===== src/grouper_pkg.sv =====
package grouper_pkg;

    //////////////////////////////
    // widths
    //////////////////////////////

    localparam int addr_w = 4;
    localparam int data_w = 8;
    localparam int mem_depth = 1 << addr_w;

    // highest address of every memory; a token stored here always closes a word.
    localparam logic [addr_w-1:0] addr_last = addr_w'(mem_depth - 1);

    //////////////////////////////
    // access types
    //////////////////////////////

    // one access to a token memory.
    typedef struct packed {
        logic [addr_w-1:0] addr;
        logic [data_w-1:0] wdata;
        logic              we;
    } mem_req_t;

    typedef enum logic [1:0] {
        sel_input,
        sel_vocab,
        sel_output
    } mem_sel_e;

    // host access, qualified by stb.
    typedef struct packed {
        mem_sel_e sel;
        mem_req_t req;
        logic     stb;
    } host_req_t;

    //////////////////////////////
    // state encodings
    //////////////////////////////

    typedef enum logic [2:0] {
        m_idle,
        m_cmp,                      // compare one token pair.
        m_skip,                     // run to the end of a vocabulary word.
        m_next,                     // look at the start of a vocabulary word.
        m_done
    } match_state_e;

    typedef enum logic [3:0] {
        g_idle,
        g_match,
        g_keep_copy,
        g_keep_step,
        g_move_copy,
        g_move_term,
        g_skip,
        g_advance,
        g_finish_in,
        g_finish_out,
        g_done
    } group_state_e;

endpackage

===== src/grouper_top.sv =====
`timescale 1ns/1ps

module grouper_top
    import grouper_pkg::*;
(
    input  logic              clk,
    input  logic              rst_n,
    input  host_req_t         host,
    output logic [data_w-1:0] host_rdata,
    input  logic              start,
    output logic              done
);

    logic              busy;
    logic              host_wr;
    mem_req_t          in_req;
    mem_req_t          out_req;
    mem_req_t          in_mem_req;
    mem_req_t          voc_mem_req;
    mem_req_t          out_mem_req;
    logic [data_w-1:0] in_rdata;
    logic [data_w-1:0] voc_rdata;
    logic [data_w-1:0] out_rdata;
    logic              m_start;
    logic              m_done;
    logic              m_found;
    logic [addr_w-1:0] m_base;
    logic [addr_w-1:0] m_in_addr;
    logic [addr_w-1:0] voc_addr;

    assign host_wr = host.stb && host.req.we && !busy;      // host is locked out during a pass.

    //////////////////////////////
    // memory ownership
    //////////////////////////////

    always_comb begin
        in_mem_req        = host.req;
        in_mem_req.we     = host_wr && (host.sel == sel_input);
        voc_mem_req       = host.req;
        voc_mem_req.we    = host_wr && (host.sel == sel_vocab);
        out_mem_req       = host.req;
        out_mem_req.we    = host_wr && (host.sel == sel_output);
        if (busy) begin
            in_mem_req       = in_req;
            voc_mem_req.addr = voc_addr;    // vocabulary is only read by the matcher.
            out_mem_req      = out_req;
        end
    end

    always_comb begin
        case (host.sel)
            sel_input: host_rdata = in_rdata;
            sel_vocab: host_rdata = voc_rdata;
            default:   host_rdata = out_rdata;
        endcase
    end

    word_ram i_input_ram  (.clk(clk), .req(in_mem_req),  .rdata(in_rdata));
    word_ram i_vocab_ram  (.clk(clk), .req(voc_mem_req), .rdata(voc_rdata));
    word_ram i_output_ram (.clk(clk), .req(out_mem_req), .rdata(out_rdata));

    matcher i_matcher (
        .clk      (clk),
        .rst_n    (rst_n),
        .start    (m_start),
        .base     (m_base),
        .in_addr  (m_in_addr),
        .in_data  (in_rdata),
        .voc_addr (voc_addr),
        .voc_data (voc_rdata),
        .done     (m_done),
        .found    (m_found)
    );

    grouper i_grouper (
        .clk       (clk),
        .rst_n     (rst_n),
        .start     (start),
        .busy      (busy),
        .done      (done),
        .in_req    (in_req),
        .in_rdata  (in_rdata),
        .out_req   (out_req),
        .m_start   (m_start),
        .m_base    (m_base),
        .m_in_addr (m_in_addr),
        .m_done    (m_done),
        .m_found   (m_found)
    );

endmodule


===== src/grouper.sv =====
`timescale 1ns/1ps

module grouper
    import grouper_pkg::*;
(
    input  logic              clk,
    input  logic              rst_n,
    input  logic              start,
    output logic              busy,
    output logic              done,
    output mem_req_t          in_req,
    input  logic [data_w-1:0] in_rdata,
    output mem_req_t          out_req,
    output logic              m_start,
    output logic [addr_w-1:0] m_base,
    input  logic [addr_w-1:0] m_in_addr,
    input  logic              m_done,
    input  logic              m_found
);

    group_state_e      state;
    logic [addr_w-1:0] rd_ptr;
    logic [addr_w:0]   wr_ptr;          // top bit set means the kept list is full.
    logic [addr_w:0]   out_ptr;         // top bit set means the output list is full.
    logic [data_w-1:0] tok;
    logic [data_w-1:0] rd_tok;

    // valid in the states that address the input memory with rd_ptr.
    assign rd_tok = (rd_ptr == addr_last) ? '0 : in_rdata;

    assign busy    = (state != g_idle);
    assign m_base  = rd_ptr;
    assign m_start = (state == g_advance) && (rd_tok != '0);

    //////////////////////////////
    // memory requests
    //////////////////////////////

    always_comb begin
        in_req.addr   = rd_ptr;
        in_req.wdata  = '0;
        in_req.we     = 1'b0;
        out_req.addr  = out_ptr[addr_w-1:0];
        out_req.wdata = '0;
        out_req.we    = 1'b0;
        case (state)
            g_match: in_req.addr = m_in_addr;   // the matcher reads while it runs.
            g_keep_step: begin
                in_req.addr  = wr_ptr[addr_w-1:0];
                in_req.wdata = tok;
                in_req.we    = 1'b1;
            end
            g_move_copy: begin
                out_req.wdata = rd_tok;
                out_req.we    = (rd_tok != '0);
            end
            g_move_term: out_req.we = 1'b1;     // closing zero of the moved word.
            g_finish_in: begin
                in_req.addr = wr_ptr[addr_w-1:0];
                in_req.we   = !wr_ptr[addr_w];
            end
            g_finish_out: out_req.we = !out_ptr[addr_w];
            default: ;
        endcase
    end

    //////////////////////////////
    // control
    //////////////////////////////

    always_ff @(posedge clk or negedge rst_n) begin
        if (!rst_n) begin
            state   <= g_idle;
            rd_ptr  <= '0;
            wr_ptr  <= '0;
            out_ptr <= '0;
            done    <= 1'b0;
        end else begin
            case (state)
                g_idle: begin
                    if (start) begin
                        rd_ptr  <= '0;
                        wr_ptr  <= '0;
                        out_ptr <= '0;
                        done    <= 1'b0;
                        state   <= g_advance;
                    end
                end
                g_advance: begin
                    if (rd_tok == '0) begin
                        state <= g_finish_in;       // empty word, the list ends.
                    end else begin
                        state <= g_match;
                    end
                end
                g_match: begin
                    if (m_done) begin
                        state <= m_found ? g_move_copy : g_keep_copy;
                    end
                end
                g_keep_copy: state <= g_keep_step;
                g_keep_step: begin
                    wr_ptr <= wr_ptr + 1'b1;
                    if (tok == '0) begin
                        state <= g_skip;
                    end else begin
                        rd_ptr <= rd_ptr + 1'b1;
                        state  <= g_keep_copy;
                    end
                end
                g_move_copy: begin
                    if (rd_tok != '0) begin
                        rd_ptr  <= rd_ptr + 1'b1;
                        out_ptr <= out_ptr + 1'b1;
                    end else begin
                        state <= g_move_term;
                    end
                end
                g_move_term: begin
                    out_ptr <= out_ptr + 1'b1;
                    state   <= g_skip;
                end
                g_skip: begin
                    // rd_ptr sits on the word's terminator here.
                    if (rd_ptr == addr_last) begin
                        state <= g_finish_in;
                    end else begin
                        rd_ptr <= rd_ptr + 1'b1;
                        state  <= g_advance;
                    end
                end
                g_finish_in: state <= g_finish_out;
                g_finish_out: state <= g_done;
                g_done: begin
                    done  <= 1'b1;
                    state <= g_idle;
                end
                default: state <= g_idle;
            endcase
        end
    end

    // token held between the read and the write of a kept word.
    always_ff @(posedge clk) begin
        if (state == g_keep_copy) begin
            tok <= rd_tok;
        end
    end

    a_wr_behind_rd: assert property (@(posedge clk) disable iff (!rst_n)
        state == g_keep_step |-> wr_ptr <= {1'b0, rd_ptr});

endmodule


===== src/matcher.sv =====
`timescale 1ns/1ps

module matcher
    import grouper_pkg::*;
(
    input  logic              clk,
    input  logic              rst_n,
    input  logic              start,
    input  logic [addr_w-1:0] base,
    output logic [addr_w-1:0] in_addr,
    input  logic [data_w-1:0] in_data,
    output logic [addr_w-1:0] voc_addr,
    input  logic [data_w-1:0] voc_data,
    output logic              done,
    output logic              found
);

    match_state_e      state;
    logic [addr_w-1:0] in_ptr;
    logic [addr_w-1:0] voc_ptr;
    logic [data_w-1:0] in_tok;
    logic              voc_last;

    // the input word is cut at the last address, the same way the grouper sees it.
    assign in_tok   = (in_ptr == addr_last) ? '0 : in_data;
    assign voc_last = (voc_ptr == addr_last);

    assign in_addr  = in_ptr;
    assign voc_addr = voc_ptr;
    assign done     = (state == m_done);

    always_ff @(posedge clk or negedge rst_n) begin
        if (!rst_n) begin
            state   <= m_idle;
            in_ptr  <= '0;
            voc_ptr <= '0;
            found   <= 1'b0;
        end else begin
            case (state)
                m_idle: begin
                    if (start) begin
                        in_ptr  <= base;
                        voc_ptr <= '0;
                        found   <= 1'b0;
                        state   <= m_next;
                    end
                end
                m_next: begin
                    if (voc_data == '0) begin
                        state <= m_done;            // empty word ends the vocabulary.
                    end else begin
                        state <= m_cmp;
                    end
                end
                m_cmp: begin
                    if (in_tok == voc_data) begin
                        if (in_tok == '0) begin
                            found <= 1'b1;          // both words ended together.
                            state <= m_done;
                        end else if (voc_last) begin
                            state <= m_done;
                        end else begin
                            in_ptr  <= in_ptr + 1'b1;
                            voc_ptr <= voc_ptr + 1'b1;
                        end
                    end else if (voc_data == '0) begin
                        // the vocabulary word was only a prefix, so try the next one.
                        if (voc_last) begin
                            state <= m_done;
                        end else begin
                            voc_ptr <= voc_ptr + 1'b1;
                            in_ptr  <= base;
                            state   <= m_next;
                        end
                    end else if (voc_last) begin
                        state <= m_done;
                    end else begin
                        voc_ptr <= voc_ptr + 1'b1;
                        state   <= m_skip;
                    end
                end
                m_skip: begin
                    if (voc_last) begin
                        state <= m_done;
                    end else if (voc_data == '0) begin
                        voc_ptr <= voc_ptr + 1'b1;
                        in_ptr  <= base;
                        state   <= m_next;
                    end else begin
                        voc_ptr <= voc_ptr + 1'b1;
                    end
                end
                m_done: state <= m_idle;
                default: state <= m_idle;
            endcase
        end
    end

    // the grouper must wait for done before it asks again.
    a_start_idle: assert property (@(posedge clk) disable iff (!rst_n) start |-> state == m_idle);

endmodule


===== src/word_ram.sv =====
`timescale 1ns/1ps

module word_ram
    import grouper_pkg::*;
(
    input  logic              clk,
    input  mem_req_t          req,
    output logic [data_w-1:0] rdata
);

    logic [data_w-1:0] mem [mem_depth];

    // writes land on the clock edge.
    always_ff @(posedge clk) begin
        if (req.we) begin
            mem[req.addr] <= req.wdata;
        end
    end

    assign rdata = mem[req.addr];       // read is combinational.

endmodule


===== config.mk =====
export PLATFORM = sky130hd
export DESIGN_NAME = grouper_top
export DESIGN_NICKNAME = d
export VERILOG_FILES = /design/src/grouper_pkg.sv /design/src/grouper_top.sv /design/src/grouper.sv /design/src/matcher.sv /design/src/word_ram.sv
export SDC_FILE = /design/constraint.sdc
export NUM_CORES = 1
export LEC_CHECK = 0
export BUFFER_PORTS_ARGS = -buffer_cell sky130_fd_sc_hd__buf_2
export CAP_MARGIN = 20
export CORE_MARGIN = 2
export CORE_UTILIZATION = 50
export DETAILED_ROUTE_END_ITERATION = 8
export PLACE_DENSITY = 0.76
export SKIP_LAST_GASP = 1
export SLEW_MARGIN = 20
export SYNTH_ARGS = -nofsm -noshare
export SYNTH_HDL_FRONTEND = slang
export SYNTH_SLANG_ARGS = --single-unit

===== constraint.sdc =====
create_clock -name clk -period 9.6 [get_ports clk]
set_clock_uncertainty 0.15 [all_clocks]
set_input_delay 1.44 -clock clk [delete_from_list [all_inputs] [get_ports clk]]
set_output_delay 1.44 -clock clk [all_outputs]
set_load 0.005 [all_outputs]

# Yosys cells after proc, flatten, opt, wreduce, memory -nomap -nowiden
# Memory sizes are Yosys's and may differ from the RTL's.
# Cells that the tools add are included.
# Widths: inputs -> output; s select.
# classes
reduce_logical	34
add_sub_neg	5
muxes	65
eq_ne	36
# ops
cell	count
$mux 4	22
$pmux 4 s10	1
$mux 3	12
$logic_not 8->1	4
$mux 8	4
$mux 13	2
$eq 4x4->1 const B	6
$pmux 4 s3	2
$eq 4x3->1 const B	4
$pmux 4 s4	1
$pmux 8 s2	1
$pmux 5 s3	1
$add 4x1->4 const B	3
$ne 2x1->1 const B	6
$ne 2x2->1 const B	6
$pmux 3 s4	1
$reduce_and 3->1	4
$add 5x1->5 const B	2
$mux 1	10
$mux 5	2
$pmux 5 s2	1
$eq 4x2->1 const B	2
$eq 8x8->1	1
$pmux 4 s2	1
25 further kinds	41
# word_totals
ramBits	384
out_inout_bits	9
n_memories	3
register_bits	39
wordCells	153
# mem_list
memory	depth	width	read_ports	rd_clocked_by_memory_dff	wr	line_no	text
i_input_ram.mem	16	8	1	0	1	word_ram.sv:11	logic [data_w-1:0] mem [mem_depth];
i_output_ram.mem	16	8	1	0	1	word_ram.sv:11	
i_vocab_ram.mem	16	8	1	0	1	word_ram.sv:11	

# Logic depth before layout (Yosys ltp)
# An unclocked memory read counts as a cell.
# logic_depth
depth_word	12
depth_mapped	18
depth_no_buf	13

# Cells and area by module
# A second synthesis with hierarchy kept.
# hier_totals
cells_unflattened	1094
hier_area_um2	18133.6
# modules_own_cells
module	instances	cells_each	area_each_um2
word_ram	3	222	4907.2
grouper	1	203	1824.2
matcher	1	118	1024.7
grouper_top	1	107	563.0

# Worst setup path before layout
# No wires, ideal clock.
# synth_path
kind	input to output
startpoint	in host[10] (netlist bit)
endpoint	out host_rdata[0]
arrival_time_ps	3632
slack_ps	4378
cell_stages	12
path_cell_list	or4b_1 > a21o_1 > o211ai_2 > buf_2 > buf_4 > mux2i_1 > mux2i_1 > a22o_1 > a221oi_1 > nor2_1 > a21oi_1 > o21ai_0
# synth_between
elab_chain_cells	3
word_cells_on_any_way	7
cone_classes	4 x mux; 3 x memory
# synth_rtl
element	line_no	text
from (decl)	grouper_top.sv:8	input host_req_t host,
$mux 13 or $mux 4 (tied branches)	grouper_top.sv:44	if (busy) begin
$mem_v2 16x8	-	
$pmux 8 s2 *	grouper_top.sv:52	case (host.sel)
to (decl)	grouper_top.sv:9	output logic [data_w-1:0] host_rdata,
# Every way passes the cells marked *; elsewhere a longest branch is shown, timed or not.

# Worst setup path after layout
# layout_path
startpoint	in host[10] (netlist bit)
endpoint	out host_rdata[2]
# Same word-level chain as after synthesis.

==> impl_metrics.ini <==
[die]
fp.dieH_um = 196.3
coreArea_um2 = 36520
pin_count = 28
die_w_um = 196.3
fp.dieArea_um2 = 38540
initial_core_util = 0.5063
rows = 70

[synthesis]
synth_seq_cells = 423
ys_warn_count = 0
synthDominantCellAreaShare = 0.6365
syn_inst = 1240
synth_edf_count = 392
yosysUniqueCellTypes = 77
synthesis.nets = 1264
synth-async-reset-ratio = 0.07329
postSynthAreaPerCell_um2 = 14.91
synth_top_area_cell = edfxtp_1
synth_area_um2 = 18490
synthTopCellsByArea = edfxtp_1 (64%), mux4_2 (7.8%), dfrtp_1 (4.2%)
yosysSeqAreaShare = 0.6785
synthFlopType = edfxtp_1

[worst_setup_path]
cp-start-kind = input pin
reg2reg_depth = 14
path_max_fanout = 58
path_class = in -> out
arrival_ns = 5.42
critPathCaptureType = output port
critPathRequiredTime_ns = 8.01

[timing]
max-slew-margin-rel = 0.3376
hold_viol = 0
fin_crit_sh = 0.7297
finalSetupTns_ns = 0
setup_viol = 0
rsz0062_at_grt = false
drv_slew = 0
min_period_ns = 7.005
worst-slew-pin-transition_ns = 0.9899
setup_ws_ns = 2.595
fmax_mhz = 142.7

[cells_and_area]
nNetsFinal = 1284
drive_above_1_share = 0.1559
design_area_um2 = 20570
fin_util = 0.5632
regArea_um2 = 12550
area_growth_pct = 11.24
final_cell_mix = edfxtp_1 (392), nor2_1 (109), nand2_1 (95), mux4_2 (64)
multiInputGateArea_um2 = 5514
final_common_cell = edfxtp_1
n_fill_cell = 2679

[clocking]
cts_hold_buf = 0
post_cts_resized = 0
cts-root-buf = clkbuf_16
cts_max_path_buffers = 3
post_cts_buffers = 0
cts_tree = done
insertion_delay_ns = 0.57
cts_made_buffers = 44
clock-sinks = 423
htree_levels = 2
clk_pin_slew_ns = 0.06

[drt]
vias = 11340
wl_met3_um = 4168
drtIter0Drc = 1668
wl_met2_um = 20450
drc = 0
via_per_inst = 6.420
wl_um = 42890
ant_nets = 0
routed.top_layer = met4
wl_per_cell_um = 24.29
dr.pass1.iters = 7
wl_met1_um = 16890

[power_and_ir_drop]
p_leak_nw = 7.132
p_per_area_nw_per_um2 = 350.4
finalPower_mw = 7.208
ir_worst_vdd_uv = 271.5

[worst_hold_path]
hold_class = reg -> reg
min_path_cells = 2

[grt]
gr-total-overflow = 0
grt.total_usage = 0.2249
grt_max_degree = 59
grt_antenna_before_repair = 2
grt_pass1_vias = 10860
grt_pass1_wl_um = 64890

[placement]
gp_congestion = 0.8870
placed_cell_area_um2 = 19050
dpl_worst_slack_ns = 2.853
place_hpwl_um = 27530
port_buffers = 27

[flow_run]
maxCapViolations = 0

[outcome]
status = finished, final reports clean
-- report_power, final --
| group | switching, mW | internal [mW] | leakage [nW] | total, mW |
|---|---|---|---|---|
| clock network | 0.704 | 1.02 | 0.724 | 1.72 |
| logic | 1.96 | 1.07 | 2.42 | 3.03 |
| registers | 0.123 | 2.34 | 3.99 | 2.46 |
-- area by class of cell --
class                      instances  area share
tap                              468     0.02847
antenna                            2   0.0002433
inverter                          44    0.008029
clock inverter                    32     0.01508
clock buffer                      50     0.05717
timing repair buffer              42     0.01302
sequential                       423      0.6099
multi-input combinational        705      0.2680
-- through the flow --
step / hold slack, ns / instances
after floorplan: 0.3393 / 1240
after global placement: 0.3691 / 1679
after detailed placement: 0.4012 / 1680
after CTS: 0.4220 / 1762
after global routing: 0.4531 / 1765
final: 0.4107 / 1766
-- metal layers --
metal / GRT usage / vias to the layer above
met5: 0 / -
met4: 0.08053 / 0
met3: 0.04212 / 119
met2: 0.3549 / 668
met1: 0.3158 / 5601
li1: - / 4949
-- synthesized netlist by cell type, types with 4 or more instances --
master    instances
edfxtp_1        392
nor2_1          109
nand2_1          95
mux4_2           64
o21ai_0          47
mux2i_1          46
inv_1            43
clkbuf_1         33
dfrtp_1          31
nand3_1          31
a21oi_1          29
a211oi_1         23
buf_2            20
o22ai_1          20
a22o_1           17
a22oi_1          17
a31oi_1          16
nor3_1           15
and3_1           12
and2_1           11
a221oi_1         10
o211ai_1          9
mux2_2            8
o211a_1           8
or3_1             8
a21o_1            7
a311o_1           7
buf_4             6
nand4_1           6
nor2b_1           6
a221o_1           5
buf_1             5
ha_1              5
nand2b_1          5
xnor2_1           5
buf_6             4
o21a_1            4
o31ai_1           4
-- critical path, stage by stage --
cell	delay (ns)
buf_2	0.12
or4b_1	0.46
a21o_1	0.30
o211ai_4	0.13
buf_4	0.63
mux2i_1	0.28
mux2i_1	0.10
a22o_1	0.31
a221oi_1	0.75
nor2_1	0.07
a21oi_1	0.32
o21ai_0	0.26
buf_2	0.20
-- state kept, by name (all words and copies together), names as in the netlist --
register / cells
i_vocab_ram.mem: 128
i_matcher.found: 1
i_matcher.in_addr: 4
i_grouper.m_base: 4
i_matcher.voc_addr: 4
i_matcher.state: 3
i_grouper.state: 4
i_grouper.tok: 8
i_input_ram.mem: 128
i_output_ram.mem: 128
i_grouper.done: 1
i_grouper.out_ptr: 5
i_grouper.wr_ptr: 5
-- kinds of logic (layout without fill, tap and decap cells) --
group | after synthesis | in the layout | share of synthesized area
DFF | 423 | 423 | 0.6785
buffers and inverters | 112 | 168 | 0.02693
xor gates and xnor gates | 7 | 7 | 0.003315
and+or+nand+nor | 316 | 316 | 0.07930
adders and majority gates | 5 | 5 | 0.003383
other | 0 | 2 | 0
AOI/OAI and AO/OA | 256 | 256 | 0.09905
muxes | 121 | 121 | 0.1095
-- worst paths after layout --
check	start	endpoint	slack, ns
max	host[10]	host_rdata[2]	2.59
min in group asynchronous	rst_n	i_matcher.voc_addr[3]	0.80
max reg2reg	i_grouper.state[0]	i_matcher.voc_addr[1]	3.35
max in group asynchronous	rst_n	i_grouper.m_base[3]	8.04
min	i_grouper.wr_ptr[3]	i_grouper.wr_ptr[3]	0.41
min reg2reg	i_grouper.wr_ptr[3]	i_grouper.wr_ptr[3]	0.41
(Power assumes the default switching activity.)
